### src/hdl/bpfcap_pkg.sv
package bpfcap_pkg;

    // datapath sizes
    localparam int NUM_TAPS   = 8;
    localparam int DATA_W     = 32;
    localparam int COEF_W     = 16;
    localparam int BURST_W    = 16;
    localparam int TAP_SEL_W  = $clog2(NUM_TAPS);

    // result FIFO, the credit count spans 0 to FIFO_DEPTH
    localparam int FIFO_DEPTH = 16;
    localparam int FIFO_AW    = $clog2(FIFO_DEPTH);
    localparam int CREDIT_W   = $clog2(FIFO_DEPTH + 1);

    // slave register map
    localparam int CSR_AW = 3;
    localparam logic [CSR_AW-1:0] REG_CONTROL       = 3'd0;
    localparam logic [CSR_AW-1:0] REG_PKT_BEGIN     = 3'd1;
    localparam logic [CSR_AW-1:0] REG_PKT_END       = 3'd2;
    localparam logic [CSR_AW-1:0] REG_WRITE_ADDRESS = 3'd3;
    localparam logic [CSR_AW-1:0] REG_COEF_SEL      = 3'd4;
    localparam logic [CSR_AW-1:0] REG_COEF_DATA     = 3'd5;

    // control register bits
    localparam int CTRL_START = 0;
    localparam int CTRL_BUSY  = 1;
    localparam int CTRL_DONE  = 2;

    typedef enum logic [1:0] {
        RD_IDLE,
        RD_ISSUE,
        RD_WAIT_DATA
    } reader_state_e;

    typedef enum logic {
        WR_IDLE,
        WR_WRITE
    } writer_state_e;

endpackage

### src/hdl/bpfcap_tap_if.sv
interface bpfcap_tap_if;
    import bpfcap_pkg::*;

    logic                 coef_we;
    logic [TAP_SEL_W-1:0] coef_sel;
    logic [COEF_W-1:0]    coef_data;
    logic                 clear;

    modport csr (
        output coef_we, coef_sel, coef_data, clear
    );

    modport tap (
        input coef_we, coef_sel, coef_data, clear
    );
endinterface

### src/hdl/bpfcap_tap.sv
module bpfcap_tap #(
    parameter int TAP_INDEX = 0
) (
    input  logic                                 clk,
    input  logic                                 arst_n,
    bpfcap_tap_if.tap                            tap,
    input  logic                                 sample_valid,
    input  logic signed [bpfcap_pkg::COEF_W-1:0] sample,
    input  logic [bpfcap_pkg::DATA_W-1:0]        sum_in,
    output logic [bpfcap_pkg::DATA_W-1:0]        sum_out
);
    import bpfcap_pkg::*;

    localparam bit LAST_STAGE = (TAP_INDEX == NUM_TAPS - 1);

    logic signed [COEF_W-1:0] coef;
    logic signed [DATA_W-1:0] product;
    logic [DATA_W-1:0]        addend;

    // full 32-bit signed product, the sum wraps
    assign product = coef * sample;
    assign addend  = LAST_STAGE ? '0 : sum_in;

    always_ff @(posedge clk or negedge arst_n) begin
        if (!arst_n) begin
            coef    <= '0;
            sum_out <= '0;
        end else begin
            if (tap.coef_we && tap.coef_sel == TAP_SEL_W'(TAP_INDEX)) begin
                coef <= tap.coef_data;
            end
            if (tap.clear) begin
                sum_out <= '0;
            end else if (sample_valid) begin
                sum_out <= product + addend;
            end
        end
    end

endmodule

### src/flat_wrapper.sv
// flat-port wrapper written by rule: the top's interface ports become plain ports
module bpfcap_tap_flat import bpfcap_pkg::*;
#(
    parameter int TAP_INDEX = 0
)
  (clk, arst_n, sample_valid, sample, sum_in, sum_out, tap_coef_we, tap_coef_sel, tap_coef_data, tap_clear);
  bpfcap_tap_if tap_i ();
  input  logic clk;
  input  logic arst_n;
  input  logic sample_valid;
  input  logic signed [bpfcap_pkg::COEF_W-1:0] sample;
  input  logic [bpfcap_pkg::DATA_W-1:0] sum_in;
  output logic [bpfcap_pkg::DATA_W-1:0] sum_out;
  input wire logic [$bits(tap_i.coef_we)-1:0] tap_coef_we;
  input wire logic [$bits(tap_i.coef_sel)-1:0] tap_coef_sel;
  input wire logic [$bits(tap_i.coef_data)-1:0] tap_coef_data;
  input wire logic [$bits(tap_i.clear)-1:0] tap_clear;
  assign tap_i.coef_we = tap_coef_we;
  assign tap_i.coef_sel = tap_coef_sel;
  assign tap_i.coef_data = tap_coef_data;
  assign tap_i.clear = tap_clear;
  bpfcap_tap #(.TAP_INDEX(TAP_INDEX)) u_core (.clk(clk), .arst_n(arst_n), .tap(tap_i), .sample_valid(sample_valid), .sample(sample), .sum_in(sum_in), .sum_out(sum_out));
endmodule
### config.mk
export PLATFORM = sky130hd
export DESIGN_NAME = bpfcap_tap_flat
export DESIGN_NICKNAME = d
export VERILOG_FILES = /design/src/hdl/bpfcap_pkg.sv /design/src/hdl/bpfcap_tap_if.sv /design/src/hdl/bpfcap_tap.sv /design/src/flat_wrapper.sv
export SDC_FILE = /design/constraint.sdc
export NUM_CORES = 1
export LEC_CHECK = 0
export ABC_CLOCK_PERIOD_IN_PS = 6100
export BUFFER_PORTS_ARGS = -buffer_cell sky130_fd_sc_hd__buf_4
export CAP_MARGIN = 20
export CELL_PAD_IN_SITES_DETAIL_PLACEMENT = 1
export CELL_PAD_IN_SITES_GLOBAL_PLACEMENT = 1
export CORE_MARGIN = 8
export CORE_UTILIZATION = 45
export CTS_CLUSTER_DIAMETER = 100
export DETAILED_ROUTE_END_ITERATION = 8
export GPL_TIMING_DRIVEN = 0
export PLACE_DENSITY = 0.77
export RECOVER_POWER = 100
export SYNTH_ARGS = -nofsm -noshare
export SYNTH_HDL_FRONTEND = slang
export SYNTH_SLANG_ARGS = --single-unit
### constraint.sdc
create_clock -name clk -period 6.1 [get_ports clk]
set_input_delay 0.305 -clock clk [delete_from_list [all_inputs] [get_ports clk]]
set_output_delay 0.305 -clock clk [all_outputs]
set_load 0.02 [all_outputs]
Word-level counts from Yosys, hierarchy flattened
Index checks and enable logic that the tools add are counted.
{"block": "totals", "out_inout_bits": 32, "ram_bits": 0, "register_bits": 48, "mem_count": 0, "rom_bits": 0, "wordCells": 9, "latch_bits": 0}
{"block": "classes", "n_lt_le_gt_ge": 0, "n_eq_ne": 0, "add_sub_neg": 1, "n_div": 0, "multipliers": 1, "n_bitwise": 0, "reduce_logical": 3, "shift": 0, "mux": 2}
{"cell": "2-to-1 mux 32 bit", "count": 2}
{"cell": "adder 32 bit", "count": 1}
{"cell": "multiplier 16 x 16 -> 32 bit", "count": 1}
{"cell": "logical NOT 3 bit", "count": 1}
{"cell": "nonzero test 2 bit", "count": 1}
{"cell": "logical AND 1 bit", "count": 1}

Longest topological paths before layout
{"block": "logic_depth", "word_depth": 4, "ltp_mapped": 23}

Least setup slack after synthesis
OpenSTA, ideal clock, no wires.
{"block": "synth_timing", "path_type": "register -> register", "from": "register u_core.coef[15]", "to": "register u_core.sum_out[31] (netlist bit)", "t_arrival_ps": 6153, "stages_incl_launch_ff": 23, "setup_ps": 78, "slack_ps": -130, "n_path_buf": 1, "required_ps": 6022, "cell_sequence": "dfrtp_1 > clkbuf_1 > nand2_1 > inv_1 > fa_1 > inv_1 > fa_1 > inv_1 > fa_1 > fa_1 > fa_1 > inv_1 > fa_1 > inv_1 > ha_1 > a21oi_1 > nand2_1 > and2_1 > a211o_1 > o31a_1 > o31ai_1 > o41ai_1 > a21oi_1"}
{"block": "synth_between", "elab_chain_cells": 4}
{"element": "start, declared", "line": "bpfcap_tap.sv:16", "text": "logic signed [COEF_W-1:0] coef;"}
{"element": "start signal, assigned", "line": "bpfcap_tap.sv:30", "text": "coef <= tap.coef_data;"}
{"element": "multiplier 16 x 16 -> 32 bit", "line": "bpfcap_tap.sv:21", "text": "assign product = coef * sample;"}
{"element": "adder 32 bit", "line": "bpfcap_tap.sv:35", "text": "sum_out <= product + addend;"}
{"element": "2-to-1 mux 32 bit", "line": "bpfcap_tap.sv:34", "text": "end else if (sample_valid) begin"}
{"element": "2-to-1 mux 32 bit", "line": "bpfcap_tap.sv:32", "text": "if (tap.clear) begin"}
{"element": "end signal, assigned", "line": "bpfcap_tap.sv:35"}
{"element": "end, declared", "line": "bpfcap_tap.sv:10", "text": "output logic [bpfcap_pkg::DATA_W-1:0] sum_out"}
No other way between the ends. The select of a mux whose other input is x is not followed.
A chain may end at the register's enable or synchronous reset.

Worst setup path in the final report
{"block": "layout_timing", "from": "register u_core.coef[2]", "to": "register u_core.sum_out[31] (netlist bit)"}
The elaborated chain is that of the path after synthesis.

==> out/metrics.cfg <==
[run_status]
run_status=finished with violations
violations=max-capacitance violations, max-slew violations, negative setup slack

[clocking]
clk_pin_slew_worst_paths_ns=0.07
cts_root_buffer=clkbuf_16
cts.sinks=48
clock_path_buffers=2
htreeDepth=2
numCtsBuffers=5
insertion_delay_ns=0.30
cts_tree=done

[global_routing]
met1_usage=0.289
track_usage=0.252
grtUsageMet3=0.0333
grt_pass1_vias=11800
grt_use_met2=0.458
grt_max_degree=49
busiest_layer=met2
antenna_found_initial=2
grt_pass1_wl_um=65400
overflow=0

[place]
placed_area_sq_mm=0.0140
place_congestion=0.858
port_buffers=102
dp_hpwl_um=32200

[synth]
synth_flop_cell=dfrtp_1
ys_warn_count=0
synth-edff-count=0
yosysTopAreaCellShare=0.457
yosysSeqAreaShare=0.0940
synth.area.top_cells=fa_1 (46%), inv_1 (9.9%), ha_1 (9.6%), dfrtp_1 (9.4%), and2_1 (6.1%)
synth_cell_type_count=55
synth_cells=1343
syn_nets=1805
synth_top_area_cell=fa_1
synth-seq-cells=48
syn_area_sq_mm=0.0128
avgSynthCellArea_sq_um=9.52
async_flop_share=1.00

[route]
dr.pass1.iters=5
ant_nets=0
routed_via_density=5.41
dr_total_vias=10200
post_drt_wl_per_cell_um=22.7
drtIter0Drc=488
drc=0
routed_wl_um=42900

[floorplanning]
die_height_um=185
core_area_sq_mm=0.0279
dieArea_sq_mm=0.0341
io_pins=104
core.rowCount=61
die_x_um=185
initial_core_util=0.459

[cells_and_area]
layout.nets=1973
layout.area.seq_sq_mm=0.00122
layout_commonest_cell=inv_1
diodes=0
multiInputGateArea_sq_mm=0.0107
area_delta_synth_final_pct=19.5
fillers=3129
postLayoutCellArea_sq_mm=0.0153
drive_gt1_frac=0.185
layout_common_cells=inv_1 (319), fa_1 (281), nand2_1 (131), and2_1 (119), buf_4 (112)

[sta]
slew-limit-headroom=-0.762
fin_skew_ns=0.00491
slew_viol_final=57
tightestPinTransition_ns=2.64
setup_viol=8
rsz0062_at_grt=yes
fin_crit_ns=6.25
fin_ws_ns=-0.149
finalHoldViolations=0
timing.final.crit_share=1.02
whs_ns=0.217
max_freq_mhz=160

[worst_setup_path]
crit_chain=buf_6, buf_4, and2_1, fa_1, fa_1, fa_1, fa_1, fa_1, inv_1, fa_1, inv_1, ha_2, or3_1, o211ai_1, o32ai_4, o31a_1, o31ai_4, o41ai_2, a21oi_2
cp.depth=19
cp.required_ns=6.33
critPathMaxStageDelay_ns=0.58
reg2reg_depth=19
worstSetupEndpointType=flip-flop
start_kind=flip-flop
worstSetupPathType=flip-flop to flip-flop
cp_slowest_cell=fa_1
cp_common_cell=fa_1
cp_top_family=adder cells
path_buf_inv=4
worstPathArrival_ns=6.48
crit_fanout=6

[min_path]
hold_path.class=primary input to flip-flop
hold-path-cell-count=2

[run]
cap_violations=2

[metal layers]
| metal | vias up | wire, um |
|---|---|---|
| met2 | 332 | 22700 |
| li1 | 4352 | - |
| met4 | 0 | 2440 |
| met1 | 5406 | 15900 |
| met3 | 129 | 1860 |
| met5 | - | 0 |
[Yosys cell counts (all sizes together) (9+ instances only)]
master / number
fa: 292
inv: 339
nor3: 14
dfrtp: 48
a21o: 11
o21ai: 21
xnor2: 24
a211oi: 9
clkbuf: 43
a21oi: 17
and2: 125
mux2: 16
nor2: 45
ha: 98
nand2: 143
mux2i: 14
[through the flow]
| stage | std cells | TNS [ns] | utilization | setup slack, ns |
|---|---|---|---|---|
| detailed placement | 1823 | -11.16 | 0.504 | -0.868 |
| finish | 1890 | -0.508 | 0.548 | -0.149 |
| floorplan | 1343 | 0 | - | 0.0662 |
| global route | 1890 | -2.05 | 0.548 | -0.269 |
| CTS | 1873 | -0.0646 | 0.538 | -0.0443 |
| global placement | 1823 | -8.17 | 0.504 | -0.717 |
[what timing repair did]
action                                  4_1_cts  5_1_grt
pin swaps                                    23       37
gates resized for setup                     118      104
cloned                                        1        0
setup buffers                                43       17
hold buffers                                  0        0
endpoints found under the setup margin       19       17
[layout make-up]
cell class              instances  area share
plain buffers                  41      0.0213
clock buffers                   5     0.00819
clock inverters                 3     0.00303
inverters                     339      0.0836
multi-input cells             913       0.697
flip-flops and latches         48      0.0799
well taps                     378      0.0310
repair buffers                163      0.0757
[worst reg2reg max path: stages (launching register included)]
cell and delay, ns:
dfrtp_1 0.50, buf_6 0.20, buf_4 0.17, and2_1 0.18, fa_1 0.53, fa_1 0.45
fa_1 0.58, fa_1 0.45, fa_1 0.49, inv_1 0.05, fa_1 0.50, inv_1 0.06
ha_2 0.20, or3_1 0.37, o211ai_1 0.27, o32ai_4 0.21, o31a_1 0.40, o31ai_4 0.29
o41ai_2 0.14, a21oi_2 0.15
[path summary, 6_finish.rpt]
check                                          startpoint  slack (ns)                        endpoint
setup / recovery               u_core.coef[2]$_DFFE_PN0P_       -0.15  u_core.sum_out[31]$_DFFE_PN0P_
hold / removal                          tap_coef_data[12]        0.22     u_core.coef[12]$_DFFE_PN0P_
setup reg to reg               u_core.coef[2]$_DFFE_PN0P_       -0.15  u_core.sum_out[31]$_DFFE_PN0P_
hold reg to reg            u_core.sum_out[29]$_DFFE_PN0P_        0.51  u_core.sum_out[29]$_DFFE_PN0P_
max in group asynchronous                          arst_n        3.57      u_core.coef[5]$_DFFE_PN0P_
min in group asynchronous                          arst_n        0.83     u_core.coef[14]$_DFFE_PN0P_
[kinds of logic after synthesis]
| group | after synthesis | share of synthesized area |
|---|---|---|
| muxes | 30 | 0.0251 |
| and+or+nand+nor | 363 | 0.140 |
| buffers and inverters | 382 | 0.112 |
| adders and majority gates | 390 | 0.553 |
| DFF | 48 | 0.0940 |
| AOI/OAI and AO/OA | 101 | 0.0560 |
| xor gates and xnor gates | 29 | 0.0199 |
[flip-flops by register name (all words and copies together) (netlist names)]
register / flops
u_core.sum_out: 32
u_core.coef: 16
Power is left out: the tool's default activity adds up to more than one toggle a clock period on the data nets, which glitch-free logic cannot reach.
