--- config.mk ---
export PLATFORM = sky130hd
export DESIGN_NAME = bpfcap_writer_flat
export DESIGN_NICKNAME = d
export VERILOG_FILES = /design/src/hdl/bpfcap_pkg.sv /design/src/hdl/bpfcap_csr_if.sv /design/src/hdl/bpfcap_writer.sv /design/src/flat_wrapper.sv
export SDC_FILE = /design/constraint.sdc
export NUM_CORES = 1
export LEC_CHECK = 0
export BUFFER_PORTS_ARGS = -buffer_cell sky130_fd_sc_hd__buf_2
export CAP_MARGIN = 20
export CORE_UTILIZATION = 54
export DETAILED_ROUTE_END_ITERATION = 6
export PLACE_DENSITY = 0.81
export SETUP_SLACK_MARGIN = 0.5
export SYNTH_ARGS = -nofsm -noshare
export SYNTH_HDL_FRONTEND = slang
export SYNTH_SLANG_ARGS = --single-unit
--- constraint.sdc ---
create_clock -name clk -period 3.6 [get_ports clk]
set_input_delay 0.54 -clock clk [delete_from_list [all_inputs] [get_ports clk]]
set_output_delay 0.54 -clock clk [all_outputs]
set_load 0.01 [all_outputs]
--- src/hdl/bpfcap_pkg.sv ---
package bpfcap_pkg;

    // datapath sizes
    localparam int NUM_TAPS   = 8;
    localparam int DATA_W     = 32;
    localparam int COEF_W     = 16;
    localparam int BURST_W    = 16;
    localparam int TAP_SEL_W  = $clog2(NUM_TAPS);

    // result FIFO, the credit count spans 0 to FIFO_DEPTH
    localparam int FIFO_DEPTH = 16;
    localparam int FIFO_AW    = $clog2(FIFO_DEPTH);
    localparam int CREDIT_W   = $clog2(FIFO_DEPTH + 1);

    // slave register map
    localparam int CSR_AW = 3;
    localparam logic [CSR_AW-1:0] REG_CONTROL       = 3'd0;
    localparam logic [CSR_AW-1:0] REG_PKT_BEGIN     = 3'd1;
    localparam logic [CSR_AW-1:0] REG_PKT_END       = 3'd2;
    localparam logic [CSR_AW-1:0] REG_WRITE_ADDRESS = 3'd3;
    localparam logic [CSR_AW-1:0] REG_COEF_SEL      = 3'd4;
    localparam logic [CSR_AW-1:0] REG_COEF_DATA     = 3'd5;

    // control register bits
    localparam int CTRL_START = 0;
    localparam int CTRL_BUSY  = 1;
    localparam int CTRL_DONE  = 2;

    typedef enum logic [1:0] {
        RD_IDLE,
        RD_ISSUE,
        RD_WAIT_DATA
    } reader_state_e;

    typedef enum logic {
        WR_IDLE,
        WR_WRITE
    } writer_state_e;

endpackage

--- src/hdl/bpfcap_csr_if.sv ---
interface bpfcap_csr_if;
    import bpfcap_pkg::*;

    logic              start;
    logic [DATA_W-1:0] pkt_begin;
    logic [DATA_W-1:0] pkt_end;
    logic [DATA_W-1:0] write_address;
    logic              done;

    modport csr (
        output start, pkt_begin, pkt_end, write_address,
        input  done
    );

    modport reader (
        input start, pkt_begin, pkt_end
    );

    modport writer (
        input  start, write_address,
        output done
    );
endinterface

--- src/hdl/bpfcap_writer.sv ---
module bpfcap_writer (
    input  logic                            clk,
    input  logic                            arst_n,
    bpfcap_csr_if.writer                    csr,
    input  logic                            sample_valid,
    input  logic                            sample_last,
    input  logic [bpfcap_pkg::DATA_W-1:0]   result,
    output logic [bpfcap_pkg::CREDIT_W-1:0] credit_free,
    output logic [bpfcap_pkg::DATA_W-1:0]   avs_m1_address,
    output logic [bpfcap_pkg::BURST_W-1:0]  avs_m1_burstcount,
    output logic                            avs_m1_write,
    output logic [bpfcap_pkg::DATA_W-1:0]   avs_m1_writedata,
    input  logic                            avs_m1_waitrequest
);
    import bpfcap_pkg::*;

    writer_state_e      state;
    logic [DATA_W:0]    fifo_mem [FIFO_DEPTH];
    logic [FIFO_AW-1:0] wr_ptr;
    logic [FIFO_AW-1:0] rd_ptr;
    logic [CREDIT_W-1:0] count;
    logic               valid_q;
    logic               last_q;
    logic               last_word;
    logic               push;
    logic               pop;
    logic               accept;

    assign avs_m1_burstcount = BURST_W'(1);

    // tap 0 holds the result one cycle after the sample strobe
    assign push   = valid_q;
    assign pop    = (state == WR_IDLE) && (count != '0);
    assign accept = avs_m1_write && !avs_m1_waitrequest;

    always_ff @(posedge clk) begin
        if (push) begin
            fifo_mem[wr_ptr] <= {last_q, result};
        end
        if (pop) begin
            {last_word, avs_m1_writedata} <= fifo_mem[rd_ptr];
        end
    end

    always_ff @(posedge clk or negedge arst_n) begin
        if (!arst_n) begin
            state          <= WR_IDLE;
            valid_q        <= 1'b0;
            last_q         <= 1'b0;
            wr_ptr         <= '0;
            rd_ptr         <= '0;
            count          <= '0;
            credit_free    <= CREDIT_W'(FIFO_DEPTH);
            avs_m1_write   <= 1'b0;
            avs_m1_address <= '0;
            csr.done       <= 1'b0;
        end else begin
            valid_q  <= sample_valid;
            last_q   <= sample_last;
            csr.done <= accept && last_word;

            // a slot is promised at the sample strobe and freed on accept
            credit_free <= credit_free - CREDIT_W'(sample_valid) + CREDIT_W'(accept);
            count       <= count + CREDIT_W'(push) - CREDIT_W'(pop);
            if (push) begin
                wr_ptr <= wr_ptr + 1'b1;
            end
            if (pop) begin
                rd_ptr <= rd_ptr + 1'b1;
            end

            if (csr.start) begin
                avs_m1_address <= csr.write_address;
            end

            case (state)
                WR_IDLE: begin
                    if (pop) begin
                        avs_m1_write <= 1'b1;
                        state        <= WR_WRITE;
                    end
                end
                WR_WRITE: begin
                    if (!avs_m1_waitrequest) begin
                        avs_m1_write   <= 1'b0;
                        avs_m1_address <= avs_m1_address + DATA_W'(4);
                        state          <= WR_IDLE;
                    end
                end
                default: state <= WR_IDLE;
            endcase
        end
    end

    // the reader's credit check keeps the FIFO from filling past depth
    a_fifo_no_overflow: assert property (
        @(posedge clk) disable iff (!arst_n)
        push && !pop |-> count < CREDIT_W'(FIFO_DEPTH)
    ) else $error("result FIFO overflow");

    a_write_held: assert property (
        @(posedge clk) disable iff (!arst_n)
        avs_m1_write && avs_m1_waitrequest |=>
            avs_m1_write && $stable(avs_m1_writedata) && $stable(avs_m1_address)
    ) else $error("m1 write changed under waitrequest");

endmodule

--- src/flat_wrapper.sv ---
// flat-port wrapper written by rule: the top's interface ports become plain ports
module bpfcap_writer_flat import bpfcap_pkg::*;
  (clk, arst_n, sample_valid, sample_last, result, credit_free, avs_m1_address, avs_m1_burstcount, avs_m1_write, avs_m1_writedata, avs_m1_waitrequest, csr_start, csr_write_address, csr_done);
  bpfcap_csr_if csr_i ();
  input  logic clk;
  input  logic arst_n;
  input  logic sample_valid;
  input  logic sample_last;
  input  logic [bpfcap_pkg::DATA_W-1:0] result;
  output logic [bpfcap_pkg::CREDIT_W-1:0] credit_free;
  output logic [bpfcap_pkg::DATA_W-1:0] avs_m1_address;
  output logic [bpfcap_pkg::BURST_W-1:0] avs_m1_burstcount;
  output logic avs_m1_write;
  output logic [bpfcap_pkg::DATA_W-1:0] avs_m1_writedata;
  input  logic avs_m1_waitrequest;
  input wire logic [$bits(csr_i.start)-1:0] csr_start;
  input wire logic [$bits(csr_i.write_address)-1:0] csr_write_address;
  output wire logic [$bits(csr_i.done)-1:0] csr_done;
  assign csr_i.start = csr_start;
  assign csr_i.write_address = csr_write_address;
  assign csr_done = csr_i.done;
  bpfcap_writer u_core (.clk(clk), .arst_n(arst_n), .csr(csr_i), .sample_valid(sample_valid), .sample_last(sample_last), .result(result), .credit_free(credit_free), .avs_m1_address(avs_m1_address), .avs_m1_burstcount(avs_m1_burstcount), .avs_m1_write(avs_m1_write), .avs_m1_writedata(avs_m1_writedata), .avs_m1_waitrequest(avs_m1_waitrequest));
endmodule
Yosys cells after proc, flatten, opt, wreduce, memory -nomap -nowiden
Memory sizes are Yosys's and may differ from the RTL's. A register that Yosys moved wholly into a read port is not among the register bits.
Index checks and enable logic that the tools add are counted.
Word-level totals
  register bits: 55
  memory bits (writable): 528
  output and inout port bits: 87
  word-level logic and storage cells: 38
  memories kept: 1
Cells by class
  add/sub/neg operators: 7
  equality and inequality tests: 2
  multiplexer cells: 11
  bitwise operators: 1
  reductions and logical operators: 6
Memory list
  u_core.fifo_mem: depth 16, width 33, read ports 1, clocked after Yosys merged registers in 1, write ports 1, line bpfcap_writer.sv:18  | logic [DATA_W:0] fifo_mem [FIFO_DEPTH];
Operators by type and width (number)
  32-bit 2-to-1 mux: 3
  32-bit by 3-bit adder with 32-bit output (second input constant): 1
  5-bit by 1-bit adder with 5-bit output: 2
  5-bit by 1-bit subtractor with 5-bit output: 2
  4-bit by 1-bit adder with 4-bit output (second input constant): 2
  1-bit 2-to-1 mux: 6
  5-bit nonzero test: 1
  1-bit one-hot mux with 2 select lines: 2
  1-bit logical AND: 3
  2-bit by 1-bit != test with 1-bit output (second input constant): 1
  2-bit != test (second input constant): 1
  2-bit AND reduction: 1
  1-bit logical NOT: 1
  1-bit NOT: 1

Logic depth before layout (Yosys ltp)
  depth after elaboration: 4
  gate-level depth with buffers: 12
  gate-level depth less buffers: 12

Worst setup path before layout
Ideal clock, no wire load.
  path kind: register -> register
  from: register u_core.count[2]
  to: register u_core.count[4]
  library setup time: 0.123 ns
  data arrival time: 3.682 ns
  slack: -0.205 ns
  stages on the path, launching flop included: 13
  path buffers: 0
  cells stage by stage: dfrtp_1 > inv_1 > ha_1 > nor4b_1 > nor2_1 > ha_1 > inv_1 > ha_1 > fa_1 > a21oi_1 > nor2_1 > nor2_1 > xnor2_1
On the way
  word-level cells in the longest chain between the ends: 3
  elaborated cells on any way between the ends: 4
RTL lines
  from (decl): line bpfcap_writer.sv:21  | logic [CREDIT_W-1:0] count;
  from (signal assigned): line bpfcap_writer.sv:64  | count <= count + CREDIT_W'(push) - CREDIT_W'(pop);
  5-bit nonzero test: line bpfcap_writer.sv:33  | assign pop = (state == WR_IDLE) && (count != '0);
  1-bit logical AND: line bpfcap_writer.sv:33
  named net u_core.pop: line bpfcap_writer.sv:26  | logic pop;
  5-bit by 1-bit subtractor with 5-bit output: line bpfcap_writer.sv:64
The timed path passes the listed nets, and every way through them passes these cells.
A chain may end at the register's enable or synchronous reset.

Worst setup path in the final report
Same ends and word-level chain as after synthesis.

==> results_dict.tcl <==
set metrics [dict create \
    status "finished clean" \
    critical-path-top-delay-family "adder cells" \
    required_ns 4.13 \
    cts_root_buf "clkbuf_16" \
    crit_type "reg -> reg" \
    path_common_cell "ha_1" \
    dp_hpwl_um 28920 \
    antenna_found_initial 4 \
    grt_pass1_vias 12790 \
    tightest_slew_ns 0.9551 \
    synth_top_flop_cell "edfxtp_1" \
    area_growth_pct 14.72 \
    cp_slowest_stage_delay_ns 0.54 \
    fin_crit_sh 0.7469 \
    ys_async_sr_fraction 0.08929 \
    initial_core_util 0.5462 \
    setup_violations 0 \
    port_buffers 140 \
    syn_area_um2 24100 \
    grt_setup_unrepaired "false" \
    maxCapViolations 0 \
    cts_made_buffers 59 \
    worstSkewPairLatency_ns 0.63 \
    ys_types 52 \
    synth_seq_area_share 0.7561 \
    route.layer.met1.wl_um 20300 \
    power_leakage_uw 0.009222 \
    place_area_um2 25720 \
    arrival_ns 3.22 \
    die_area_um2 45480 \
    ir_drop_v 0.0005467 \
    grt_start_max_net_pins 47 \
    setup-tns-final_ns 0 \
    crit_chain "inv_1 -> ha_1 -> nor4b_1 -> nor2_4 -> ha_1 -> inv_1 -> ha_1 -> fa_1 -> a21oi_1 -> nor2_1 -> nor2_1 -> xnor2_1" \
    drtAntennaViolNets 0 \
    pin_count 157 \
    synth_edf_count 561 \
    reg2reg_slack_ns 0.91 \
    wl_um 55370 \
    grt_overflow 0 \
    final_nets 1399 \
    drt_iter0_markers 1572 \
    drive_above_1_share 0.3284 \
    std_cell_rows 77 \
    firstDrtPassIters 5 \
    dr_wl_met2_um 29140 \
    via_per_inst 6.306 \
    fp.dieH_um 213.3 \
    cts_setup_buffers 0 \
    cellPowerDensity_nw_per_um2 770.8 \
    drc 0 \
    clockBufferDepth 3 \
    dr.max_layer_used "met5" \
    ctsResizeCount 0 \
    final_hold_viol_count 0 \
    hold_class "in -> async" \
    cp_num_buf_inv 2 \
    grt_pass1_wl_um 81050 \
    start_kind "flop" \
    h-tree-depth 2 \
    slowest_stage "nor4b_1" \
    ys_warn_count 0 \
    synthCells 1132 \
    cts_hold_repair.buffers 0 \
    synth_seq_cells 616 \
    power_uw 21310 \
    die_w_um 213.3 \
    holdWs_ns 0.01420 \
    fin_area_um2 27650 \
    wl_met3_um 4145 \
    max_freq_mhz 371.9 \
    fin_crit_ns 2.689 \
    place.gp.congestion 0.9220 \
    maxSlewViolCount 0 \
    crit_fanout 2 \
    num_vias 12270 \
    path_clk_slew_ns 0.06 \
    end_kind "flop" \
    clock_sinks 616 \
    cts_tree "yes" \
    avgSynthCellArea_um2 21.29 \
    wl_per_cell_um 28.45 \
    fin_skew_ns 0.01899 \
    track_usage 0.2513 \
    coreArea_um2 44120 \
    max_slew_margin 0.3632 \
]
-- placed cells by master (no fill, tap or decap), drive strengths merged, types with 3 or more instances in the layout --
cell type  Yosys  layout
edfxtp       561     561
buf           42     174
mux4         165     165
clkbuf        29      74
dfrtp         54      54
nand2         40      40
nor2          39      39
inv           22      23
clkinv         0      19
ha            17      17
conb           2      16
nand3         14      14
nand4         12      12
a21oi         11      11
xnor2          9       9
o21ai          9       9
and3           8       8
bufinv         0       8
nor4           7       7
nor3           7       7
and4           6       6
a211oi         6       6
xor2           5       5
o211ai         5       5
or4            5       5
a311oi         5       5
o311ai         5       5
mux2i          4       4
o221a          4       4
nor2b          3       3
a21o           3       3
nand2b         3       3
and2           3       3
o22ai          3       3
-- synthesized netlist by cell type (7+ instances only) --
master    number  area (µm²)
nand3_1       14       70.07
nor2_1        39       146.4
nor3_1         7       35.03
a21oi_1       11       55.05
dfrtp_1       54        1351
nor4_1         7       43.79
buf_6          8       90.09
o21ai_0        9       45.04
inv_1         22       82.58
xnor2_1        9       78.83
edfxtp_1     561       16850
nand4_1       12       75.07
ha_1          17       212.7
buf_4         18       135.1
and3_1         8       50.05
mux4_2       165        3716
buf_2         12       60.06
clkbuf_1      29       108.9
nand2_1       40       150.1
-- sequential cells by signal, indices dropped and copies added, names as in the netlist, 4 cells and up --
name	flops
u_core.avs_m1_address	32
u_core.avs_m1_writedata	32
u_core.count	5
u_core.credit_free	5
u_core.fifo_mem	528
u_core.rd_ptr	4
u_core.wr_ptr	4
-- final timing paths --
kind / endpoint / depth (start not counted) / from
setup / recovery: u_core.count[4] / 12 / u_core.count[2]
hold / removal: u_core.avs_m1_address[24] / 1 / arst_n
setup reg to reg: u_core.count[4] / 12 / u_core.count[2]
hold reg to reg: u_core.csr.done / 1 / u_core.last_word
max in group asynchronous: u_core.avs_m1_address[19] / 2 / arst_n
min in group clk: u_core.last_q / 1 / sample_last
-- cells by family (layout without fill, tap and decap cells) --
| kind of cell | after synthesis | in the layout | share of synthesized area |
|---|---|---|---|
| compound gates | 60 | 60 | 0.01775 |
| buf+inv | 93 | 299 | 0.02040 |
| other cells | 2 | 18 | 0.0003116 |
| mux | 171 | 171 | 0.1568 |
| xor+xnor | 14 | 14 | 0.005087 |
| flops | 616 | 616 | 0.7561 |
| simple gates | 157 | 157 | 0.03312 |
| fa+ha+maj | 19 | 19 | 0.01049 |
-- report_power, final --
part	switching [µW]	internal, µW	total (µW)
combinational	2550	2760	5310
clock	2600	3620	6220
sequential	850	8940	9790
total	6000	15300	21300
-- cell type report --
type	count	area [µm²]
Clock inverter	29	371.6
Timing Repair Buffer	174	1081
Fill cell	2962	16470
Clock buffer	74	1554
Antenna cell	2	5.005
Inverter	22	82.58
Sequential cell	616	18230
Tap cell	592	740.7
Multi-Input combinational cell	437	5583
-- layer usage --
metal	track usage	vias to the layer above
li1	-	5015
met1	0.3186	6436
met2	0.4356	680
met3	0.03809	137
met4	0.1034	4
met5	0	-
-- stage by stage --
stage,util,std cells,setup slack (ns)
after global placement,0.5829,1841,0.9691
after floorplan,-,1146,0.4648
after global routing,0.6266,1945,0.6897
final,0.6267,1946,0.9113
after CTS,0.6266,1944,0.8877
after detailed placement,0.5829,1841,0.8967
No activity file was read; power rests on OpenSTA's default activity.
