[src/hdl/bpfcap_pkg.sv]
package bpfcap_pkg;

    // datapath sizes
    localparam int NUM_TAPS   = 8;
    localparam int DATA_W     = 32;
    localparam int COEF_W     = 16;
    localparam int BURST_W    = 16;
    localparam int TAP_SEL_W  = $clog2(NUM_TAPS);

    // result FIFO, the credit count spans 0 to FIFO_DEPTH
    localparam int FIFO_DEPTH = 16;
    localparam int FIFO_AW    = $clog2(FIFO_DEPTH);
    localparam int CREDIT_W   = $clog2(FIFO_DEPTH + 1);

    // slave register map
    localparam int CSR_AW = 3;
    localparam logic [CSR_AW-1:0] REG_CONTROL       = 3'd0;
    localparam logic [CSR_AW-1:0] REG_PKT_BEGIN     = 3'd1;
    localparam logic [CSR_AW-1:0] REG_PKT_END       = 3'd2;
    localparam logic [CSR_AW-1:0] REG_WRITE_ADDRESS = 3'd3;
    localparam logic [CSR_AW-1:0] REG_COEF_SEL      = 3'd4;
    localparam logic [CSR_AW-1:0] REG_COEF_DATA     = 3'd5;

    // control register bits
    localparam int CTRL_START = 0;
    localparam int CTRL_BUSY  = 1;
    localparam int CTRL_DONE  = 2;

    typedef enum logic [1:0] {
        RD_IDLE,
        RD_ISSUE,
        RD_WAIT_DATA
    } reader_state_e;

    typedef enum logic {
        WR_IDLE,
        WR_WRITE
    } writer_state_e;

endpackage

[src/hdl/bpfcap_csr_if.sv]
interface bpfcap_csr_if;
    import bpfcap_pkg::*;

    logic              start;
    logic [DATA_W-1:0] pkt_begin;
    logic [DATA_W-1:0] pkt_end;
    logic [DATA_W-1:0] write_address;
    logic              done;

    modport csr (
        output start, pkt_begin, pkt_end, write_address,
        input  done
    );

    modport reader (
        input start, pkt_begin, pkt_end
    );

    modport writer (
        input  start, write_address,
        output done
    );
endinterface

[src/hdl/bpfcap_tap_if.sv]
interface bpfcap_tap_if;
    import bpfcap_pkg::*;

    logic                 coef_we;
    logic [TAP_SEL_W-1:0] coef_sel;
    logic [COEF_W-1:0]    coef_data;
    logic                 clear;

    modport csr (
        output coef_we, coef_sel, coef_data, clear
    );

    modport tap (
        input coef_we, coef_sel, coef_data, clear
    );
endinterface

[src/hdl/bpfcap_csr.sv]
module bpfcap_csr (
    input  logic                          clk,
    input  logic                          arst_n,
    input  logic [bpfcap_pkg::CSR_AW-1:0] avs_s0_address,
    input  logic                          avs_s0_write,
    input  logic [bpfcap_pkg::DATA_W-1:0] avs_s0_writedata,
    input  logic                          avs_s0_read,
    output logic [bpfcap_pkg::DATA_W-1:0] avs_s0_readdata,
    bpfcap_csr_if.csr                     csr,
    bpfcap_tap_if.csr                     tap
);
    import bpfcap_pkg::*;

    logic              busy;
    logic              done_bit;
    logic              start_q;
    logic              start_req;
    logic              cfg_write;
    logic [DATA_W-1:0] control_word;

    // settings and coefficients are frozen for the length of a run
    assign cfg_write = avs_s0_write && !busy;
    assign start_req = cfg_write && (avs_s0_address == REG_CONTROL)
                       && avs_s0_writedata[CTRL_START];

    // the taps clear their partial sums on the same cycle the run starts
    assign csr.start = start_q;
    assign tap.clear = start_q;

    always_comb begin
        control_word = '0;
        control_word[CTRL_BUSY] = busy;
        control_word[CTRL_DONE] = done_bit;
    end

    always_ff @(posedge clk or negedge arst_n) begin
        if (!arst_n) begin
            busy              <= 1'b0;
            done_bit          <= 1'b0;
            start_q           <= 1'b0;
            csr.pkt_begin     <= '0;
            csr.pkt_end       <= '0;
            csr.write_address <= '0;
            tap.coef_sel      <= '0;
            tap.coef_we       <= 1'b0;
        end else begin
            start_q     <= start_req;
            tap.coef_we <= cfg_write && (avs_s0_address == REG_COEF_DATA);

            if (start_req) begin
                busy     <= 1'b1;
                done_bit <= 1'b0;
            end else if (csr.done) begin
                busy     <= 1'b0;
                done_bit <= 1'b1;
            end

            if (cfg_write) begin
                case (avs_s0_address)
                    REG_PKT_BEGIN:     csr.pkt_begin     <= avs_s0_writedata;
                    REG_PKT_END:       csr.pkt_end       <= avs_s0_writedata;
                    REG_WRITE_ADDRESS: csr.write_address <= avs_s0_writedata;
                    REG_COEF_SEL:      tap.coef_sel      <= avs_s0_writedata[TAP_SEL_W-1:0];
                    default: ;
                endcase
            end
        end
    end

    // coefficient value goes out with the coef_we pulse
    always_ff @(posedge clk) begin
        if (cfg_write && (avs_s0_address == REG_COEF_DATA)) begin
            tap.coef_data <= avs_s0_writedata[COEF_W-1:0];
        end
    end

    // read data is valid on the cycle after read
    always_ff @(posedge clk) begin
        if (avs_s0_read) begin
            case (avs_s0_address)
                REG_CONTROL:       avs_s0_readdata <= control_word;
                REG_PKT_BEGIN:     avs_s0_readdata <= csr.pkt_begin;
                REG_PKT_END:       avs_s0_readdata <= csr.pkt_end;
                REG_WRITE_ADDRESS: avs_s0_readdata <= csr.write_address;
                REG_COEF_SEL:      avs_s0_readdata <= DATA_W'(tap.coef_sel);
                default:           avs_s0_readdata <= '0;
            endcase
        end
    end

    // reader and writer sample these settings throughout the run
    a_settings_stable: assert property (
        @(posedge clk) disable iff (!arst_n)
        busy |=> $stable(csr.pkt_begin) && $stable(csr.pkt_end)
                 && $stable(csr.write_address)
    ) else $error("run settings changed while busy");

endmodule

[src/flat_wrapper.sv]
// flat-port wrapper written by rule: the top's interface ports become plain ports
module bpfcap_csr_flat import bpfcap_pkg::*;
  (clk, arst_n, avs_s0_address, avs_s0_write, avs_s0_writedata, avs_s0_read, avs_s0_readdata, csr_start, csr_pkt_begin, csr_pkt_end, csr_write_address, csr_done, tap_coef_we, tap_coef_sel, tap_coef_data, tap_clear);
  bpfcap_csr_if csr_i ();
  bpfcap_tap_if tap_i ();
  input  logic clk;
  input  logic arst_n;
  input  logic [bpfcap_pkg::CSR_AW-1:0] avs_s0_address;
  input  logic avs_s0_write;
  input  logic [bpfcap_pkg::DATA_W-1:0] avs_s0_writedata;
  input  logic avs_s0_read;
  output logic [bpfcap_pkg::DATA_W-1:0] avs_s0_readdata;
  output wire logic [$bits(csr_i.start)-1:0] csr_start;
  output wire logic [$bits(csr_i.pkt_begin)-1:0] csr_pkt_begin;
  output wire logic [$bits(csr_i.pkt_end)-1:0] csr_pkt_end;
  output wire logic [$bits(csr_i.write_address)-1:0] csr_write_address;
  input wire logic [$bits(csr_i.done)-1:0] csr_done;
  output wire logic [$bits(tap_i.coef_we)-1:0] tap_coef_we;
  output wire logic [$bits(tap_i.coef_sel)-1:0] tap_coef_sel;
  output wire logic [$bits(tap_i.coef_data)-1:0] tap_coef_data;
  output wire logic [$bits(tap_i.clear)-1:0] tap_clear;
  assign csr_start = csr_i.start;
  assign csr_pkt_begin = csr_i.pkt_begin;
  assign csr_pkt_end = csr_i.pkt_end;
  assign csr_write_address = csr_i.write_address;
  assign csr_i.done = csr_done;
  assign tap_coef_we = tap_i.coef_we;
  assign tap_coef_sel = tap_i.coef_sel;
  assign tap_coef_data = tap_i.coef_data;
  assign tap_clear = tap_i.clear;
  bpfcap_csr u_core (.clk(clk), .arst_n(arst_n), .avs_s0_address(avs_s0_address), .avs_s0_write(avs_s0_write), .avs_s0_writedata(avs_s0_writedata), .avs_s0_read(avs_s0_read), .avs_s0_readdata(avs_s0_readdata), .csr(csr_i), .tap(tap_i));
endmodule
[config.mk]
export PLATFORM = sky130hd
export DESIGN_NAME = bpfcap_csr_flat
export DESIGN_NICKNAME = d
export VERILOG_FILES = /design/src/hdl/bpfcap_pkg.sv /design/src/hdl/bpfcap_csr_if.sv /design/src/hdl/bpfcap_tap_if.sv /design/src/hdl/bpfcap_csr.sv /design/src/flat_wrapper.sv
export SDC_FILE = /design/constraint.sdc
export NUM_CORES = 1
export LEC_CHECK = 0
export ABC_AREA = 1
export BUFFER_PORTS_ARGS = -buffer_cell sky130_fd_sc_hd__buf_4
export CAP_MARGIN = 20
export CORE_MARGIN = 2
export CORE_UTILIZATION = 55
export DETAILED_ROUTE_END_ITERATION = 16
export PLACE_DENSITY = 0.85
export SETUP_SLACK_MARGIN = 0.2
export SYNTH_ARGS = -nofsm -noshare
export SYNTH_HDL_FRONTEND = slang
export SYNTH_SLANG_ARGS = --single-unit
[constraint.sdc]
create_clock -name clk -period 8.9 [get_ports clk]
set_clock_uncertainty 0.05 [all_clocks]
set_input_delay 0 -clock clk [delete_from_list [all_inputs] [get_ports clk]]
set_output_delay 0 -clock clk [all_outputs]
set_load 0.05 [all_outputs]
* Word level (Yosys, flattened, before mapping) *
Cells that the tools add are included.

cells by class
  reduce and logical (&&, ||, !) cells = 11
  mux-type cells = 5
  equal/unequal tests = 5

operators by type and width
  cell                number
  $pmux 32 s5         1
  $reduce_and 2->1    4
  $eq 3x2->1 const B  2
  $eq 3x3->1 const B  2
  $logic_and 1x1->1   4
  $mux 1              4
  $eq 3x1->1 const B  1
  $logic_not 3->1     1
  $reduce_bool 2->1   1
  $logic_not 1->1     1

storage, ports and cells
  flip-flop bits (word level) = 151
  output and inout bits = 150
  word-level logic and storage cells = 31
  bits of input ports = 40

* Longest topological paths before layout *
Gate-level depths: netlist (run 1).

  depth in word-level cells = 5
  depth in mapped cells = 8
  gate-level depth less buffers = 7

* Least setup slack after synthesis (run 1) *
No wires, ideal clock.

  path kind = register to register
  start point = reg u_core.busy
  end point = reg u_core.tap.coef_data[0] (enable)
  required time = 8417 ps
  path buffers = 1
  stages on the path, launching flop included = 5
  setup time = 433 ps
  arrival time = 2336 ps
  slack = 6081 ps
  clock period less this slack = 2819 ps
  path through = dfrtp_1 -> inv_2 -> nand2_2 -> clkbuf_1 -> nor4_1

on the way
  word-level cells in the longest chain between the ends = 3

ends and longest elaborated chain
  what                      line                 RTL
  start: declaration        bpfcap_csr.sv:14     logic busy;
  start signal: assignment  bpfcap_csr.sv:38     busy <= 1'b0;
  start signal: assignment  bpfcap_csr.sv:51     busy <= 1'b1;
  start signal: assignment  bpfcap_csr.sv:54     busy <= 1'b0;
  $logic_not 1->1           bpfcap_csr.sv:22     assign cfg_write = avs_s0_write && !busy;
  $logic_and 1x1->1         bpfcap_csr.sv:22
  $logic_and 1x1->1         bpfcap_csr.sv:72     if (cfg_write && (avs_s0_address == REG_COEF_DATA)) begin
  end signal: assignment    bpfcap_csr.sv:73     tap.coef_data <= avs_s0_writedata[COEF_W-1:0];
  end: declaration          bpfcap_tap_if.sv:10  output coef_we, coef_sel, coef_data, clear

Every way passes these cells.
A chain may end at the register's enable or synchronous reset.

* Final worst setup path (run 1) *
  start point = in avs_s0_address[2] (netlist name)
  end point = reg u_core.csr.pkt_begin[7]

on the way
  word-level cells in the longest chain between the ends = 2

ends and longest elaborated chain
  what                               line                 RTL
  start: declaration                 flat_wrapper.sv:8    input logic [bpfcap_pkg::CSR_AW-1:0] avs_s0_address;
  $eq 3x1->1                         bpfcap_csr.sv:59     case (avs_s0_address)
  $reduce_and 2->1 (no source line)  --
  end signal: assignment             bpfcap_csr.sv:60     REG_PKT_BEGIN: csr.pkt_begin <= avs_s0_writedata;
  end: declaration                   bpfcap_csr_if.sv:11  output start, pkt_begin, pkt_end, write_address,

Every way passes these cells.

==> summary.txt, run 1 <==
Die Area = 11,800 um^2
Fin Hold WS = 0.00877 ns
Worst-margin pin slew = 0.880 ns
Wire per inst = 17.5 um
Switching share of power = 37.8%
Fraction of layout cells with a size suffix above 1 = 27.4%
Mapped Nets = 656
Pwr dens = 280 nW/um^2
Row cnt = 38
I/O pin cnt = 190
# diodes = 0
CP Capture Type = flop
Die Span X = 109 um
DR vias = 5,480
Post-synthesis sequential area ratio = 66.6%
Period minus WS final = 2.34 ns
Most common cell after layout, fill and taps aside = nand2_1
Detailed placement HPWL = 10,500 um
Detailed Route Iter0 Violations = 434
Area of the mapped netlist = 6030 um^2
Largest area contributor in the netlist = dfrtp_1
Worst rel slew slack = 41.2%
Internal Power = 0.00149 W
Reg2reg setup slack = 6.57 ns
H-tree depth = 4
LEAKAGE = 4.23 nW
Post-Route WL = 17,400 um
TritonRoute pass-1 iters = 5
Setup TNS = 0 ns
Mux contribution to synthesized area = 0%
DIE HEIGHT = 109 um
F_max = 427 MHz
Initial Utilization = 56.1%
Top cell type's share of synthesized area = 42.7%
Sw power = 0.000904 W
Worst r2r src = u_core.busy$_DFFE_PN0P_
TritonCTS Buffers = 17
Setup violators final = 0
Syn_area_per_cell = 9.79 um^2
# DRC = 0
Compound-Gate Fraction of Synth Area = 8.32%
Unique masters post-synth = 19
Min-delay worst type = in -> async
DR vias/cell = 5.52
Vias in the first global route = 5,305
Most frequent cells in the layout = nand2_1, buf_4, dfrtp_1
Setup bufs post-CTS = 0
Critical-path maximum fanout = 33
Adder-cell share of the synthesized area = 0%
Setup crit start = avs_s0_address[2]
Worst Path Arrival = 2.68 ns
First-pass GRT wire length = 26,700 um
Logic gate share of total power = 30.9%
Post-Synthesis Cells = 616
Status = complete, no violations
Worst vdd ir = 0.000150 V
Initial antenna violation count = 0
Max-slew violation count = 0
Depth of the most critical reg-to-reg path = 7
I/O Buffers = 189
Hold buffer count at cts = 41
Post-Synth XOR/XNOR Area = 0%
Clock power share = 30.5%
Core Box Area = 10,700 um^2
Crit path required time = 9.24 ns
Pin count of the biggest net entering global routing = 65
Post-cts resize count = 0
Clk slew on worst S/H paths = 0.06 ns
Gr usage total = 30.2%
Max cap viols = 0
Worst reg2reg path endpoint = u_core.csr.pkt_end[23]$_DFFE_PN0P_
Remaining antenna violation count = 0
CTS tree = done
Synth top area cells = dfrtp_1, edfxtp_1, nand2_1, o21ai_0, nand3_1
Register bit total from synthesis = 151
Seq pwr share = 38.6%
Root buffer cell = clkbuf_8
Total gr overflow = 0
Main combinational cell family by area after synthesis = simple AND/OR/NAND/NOR gates
Clk_lat worst skew = 0.52 ns
RSZ-0062 raised after global routing = false
Final worst-path cycle share = 26.3%
Post-Synth Simple-Gate Area = 19.3%
Clock sinks = 151
Final hold vios = 0
Number of synthesis warnings = 0
Routability congestion estimate from global placement = 0.835
Critical Path Source Type = input pin
Final nets = 880
Clock buffer depth = 2
Synth-to-layout area growth = 41.7%
Critical path class = in -> reg
## cells in the mapped netlist (all sizes together)
master / instances
nand2: 241
dfrtp: 103
o21ai: 99
edfxtp: 48
inv: 45
nand3: 33
buf: 22
nor2: 10
clkbuf: 9
nand4: 3
nor3: 1
nor4: 1
o22ai: 1
## worst max-delay path by stage
stage          cells past startpoint                                  end
5_1_grt                            8  u_core.csr.pkt_begin[6]$_DFFE_PN0P_
6_report                           9  u_core.csr.pkt_begin[7]$_DFFE_PN0P_
2_1_floorplan                      4    u_core.tap.coef_data[0]$_DFFE_PP_
4_1_cts                            6    u_core.csr.pkt_end[9]$_DFFE_PN0P_
3_3_place_gp                       5   u_core.csr.pkt_end[17]$_DFFE_PN0P_
3_5_place_dp                       5   u_core.csr.pkt_end[27]$_DFFE_PN0P_
## sequential cells by signal (all words and copies together) (netlist names), 3 cells and up
signal and count:
u_core.avs_s0_readdata 32, u_core.csr.pkt_begin 32, u_core.csr.pkt_end 32, u_core.csr.write_address 32, u_core.tap.coef_data 16, u_core.tap.coef_sel 3
## cell type report
type | instances | area (um^2)
Sequential cell | 151 | 4020
Clock buffer | 19 | 422
Multi-Input combinational cell | 389 | 1670
Tap cell | 140 | 175
Clock inverter | 13 | 180
Fill cell | 625 | 2200
Timing Repair Buffer | 236 | 1910
Inverter | 45 | 169
## metal layers
layer / GRT usage [%] / wire length (um)
met1: 38.5 / 6570
met2: 50.1 / 8800
met3: 6.46 / 1460
met4: 13.4 / 534
met5: 0 / 0
## stage by stage
stage	utilization [%]	cell area (um^2)	power, W	setup slack, ns	cells
6_report	79.5	8540	0.00239	6.56	993
3_5_place_dp	69.6	7480	0.00165	6.38	918
5_1_grt	79.5	8540	0.00247	6.42	993
3_3_place_gp	69.6	7480	0.00163	6.53	918
4_1_cts	79.1	8500	0.00239	6.34	991
2_1_floorplan	-	6030	0.00139	6.08	616
## cells by family (layout without fill, tap and decap cells)
| group | Yosys count | count (layout) |
|---|---|---|
| simple gates | 289 | 289 |
| flops | 151 | 151 |
| compound gates | 100 | 100 |
| buf+inv | 76 | 313 |
## power groups by stage
| stage | Combinational, W | Sequential (W) | Clock (W) |
|---|---|---|---|
| after floorplan | 0.000102 | 0.00129 | 0 |
| after global placement | 0.000704 | 0.000924 | 0 |
| after detailed placement | 0.000719 | 0.000930 | 0 |
| after CTS | 0.000738 | 0.000919 | 0.000734 |
| after global routing | 0.000775 | 0.000933 | 0.000766 |
| final | 0.000738 | 0.000922 | 0.000731 |
## worst max-delay path, stage by stage
cell	delay (ns)
dlygate4sd3_1	0.55
buf_4	0.16
inv_2	0.14
nand3_1	0.17
inv_2	0.54
nand2_2	0.56
buf_16	0.34
nand2_1	0.10
o21ai_0	0.10
No activity file was read; power rests on OpenSTA's default activity.
==> inputs of run 2 (changes only) <==
Settings changed: CORE_UTILIZATION 55 to 51, PLACE_DENSITY 0.85 to 0.8.
Clock period 8.9 ns to 2.5 ns, I/O delays scaled along.
==> run 2 against run 1 <==
  * Critical path depth fell by 3
  * Final cell count up 0.50%
  * Total power rose to 3.6 times the previous value
  * Worst setup slack got worse by 5.8 ns
  * Routed wire length decreased by 1.9%
  * Register-to-register slack worse by 5.9 ns
  * Sequential cell count unchanged
  * Clock-buffer cell count rose by 3
  * Non-clock buffer count grew 2
  * Global-route usage shrank 3.1 points
  * Largest cell class unchanged
==> summary.txt, run 2 (same netlist as run 1, synthesis figures left out) <==
Worst Path Arrival = 2.08 ns
Vias in the first global route = 5,211
Min-delay worst type = in -> reg
Final hold vios = 0
Max cap viols = 0
Pwr dens = 1010 nW/um^2
Fillers = 754
Worst reg2reg path endpoint = u_core.csr.write_address[11]$_DFFE_PN0P_
Final Non-Filler Cells = 998
Row cnt = 39
Worst hold start = avs_s0_read
Placed Cells incl. Taps = 927
Crit path required time = 2.80 ns
Clk_lat worst skew = 0.42 ns
Post-cts resize count = 0
First-pass GRT wire length = 26,600 um
DR vias = 5,381
Most frequent cells in the layout = nand2_1, buf_4, dfrtp_1
Pin count of the biggest net entering global routing = 72
Routability congestion estimate from global placement = 0.836
Setup TNS = 0 ns
Gr usage total = 27.1%
Depth of the most critical reg-to-reg path = 6
Core Util, Final = 74.8%
Initial antenna violation count = 0
Critical Path Source Type = flop
# DRC = 0
Hold path depth = 1
I/O pin cnt = 190
Reg2reg setup slack = 0.72 ns
Max-slew violation count = 0
Die Area = 12,700 um^2
CP Capture Type = flop
TritonCTS Buffers = 17
Synth-to-layout area growth = 42.2%
Worst-margin pin slew = 0.913 ns
Most common cell after layout, fill and taps aside = nand2_1
Total gr overflow = 0
RSZ-0062 raised after global routing = false
CTS tree = done
Detailed placement HPWL = 10,800 um
CP cell instances = inv_2 > nand2_2 > buf_4 > nor2_4 > nand2_1 > nand2_1
Fraction of layout cells with a size suffix above 1 = 28.0%
I/O Buffers = 189
Wire per inst = 17.1 um
Worst path slowest cell = nor2_4
Initial Utilization = 52.6%
Critical-path maximum fanout = 34
WHS Endpoint = u_core.avs_s0_readdata[18]$_DFFE_PP_
Die Span X = 113 um
LEAKAGE = 4.26 nW
# diodes = 0
F_max = 561 MHz
TritonRoute pass-1 iters = 5
Core Box Area = 11,500 um^2
Fin Hold WS = 0.0322 ns
Worst r2r src = u_core.busy$_DFFE_PN0P_
Clock sinks = 151
Clk slew on worst S/H paths = 0.06 ns
DR vias/cell = 5.39
Setup violators final = 0
Setup bufs post-CTS = 0
Hold buffer count at cts = 39
H-tree depth = 4
CP dominant cell by count = nand2_1
Critical path class = reg -> reg
Status = complete, no violations
Worst rel slew slack = 39.1%
Root buffer cell = clkbuf_16
Final nets = 882
Post-Route WL = 17,000 um
Remaining antenna violation count = 0
Slowest stage delay, CP = 0.64 ns
Detailed Route Iter0 Violations = 443
Period minus WS final = 1.78 ns
Final worst-path cycle share = 71.2%
Clock buffer depth = 2
Worst vdd ir = 0.000662 V
DIE HEIGHT = 113 um
run 2: worst max path at each step:
stage                             from                                  endpoint  slack (ns)  cells past startpoint
2_1_floorplan  u_core.busy$_DFFE_PN0P_         u_core.tap.coef_data[0]$_DFFE_PP_        0.38                      4
3_3_place_gp   u_core.busy$_DFFE_PN0P_   u_core.csr.write_address[3]$_DFFE_PN0P_        0.85                      6
3_5_place_dp   u_core.busy$_DFFE_PN0P_  u_core.csr.write_address[14]$_DFFE_PN0P_        0.79                      6
4_1_cts        u_core.busy$_DFFE_PN0P_  u_core.csr.write_address[11]$_DFFE_PN0P_        0.73                      6
5_1_grt        u_core.busy$_DFFE_PN0P_  u_core.csr.write_address[19]$_DFFE_PN0P_        0.60                      6
6_report       u_core.busy$_DFFE_PN0P_  u_core.csr.write_address[11]$_DFFE_PN0P_        0.72                      6
run 2: per-layer routing:
layer / vias to the layer above / track usage (%) / share of wire, %
li1: 2449 / - / -
met1: 2581 / 33.7 / 38
met2: 313 / 45.7 / 50
met3: 38 / 6.75 / 9.2
met4: 0 / 11.3 / 2.5
met5: - / 0 / 0
run 2: power breakdown:
part           internal (W)  leakage, nW  switching, W
clock               0.00173        0.298      0.000988
combinational      0.000729         2.19       0.00189
sequential          0.00295         1.77      0.000335
total               0.00541         4.26       0.00321
run 2: final cells by class:
| class | count | area [um^2] | share of cell area (%) |
|---|---|---|---|
| clock buffer | 22 | 464 | 5.41 |
| tap | 143 | 179 | 2.09 |
| clock inverter | 10 | 166 | 1.94 |
| sequential | 151 | 4020 | 46.9 |
| timing repair buffer | 238 | 1900 | 22.1 |
| inverter | 45 | 169 | 1.97 |
| multi-input combinational | 389 | 1680 | 19.6 |
run 2: critical path, delay by kind of cell (launching register included):
family,cells,cell delay (ns)
DFF,1,0.39
buffers and inverters,2,0.31
and+or+nand+nor,4,0.96
run 2: per-stage QoR:
step / power (W) / area [um^2] / worst slack, ns
floorplan: 0.00494 / 6040 / 0.377
global placement: 0.00581 / 7550 / 0.852
detailed placement: 0.00588 / 7550 / 0.786
CTS: 0.00864 / 8570 / 0.726
global route: 0.00891 / 8570 / 0.604
finish: 0.00862 / 8570 / 0.719
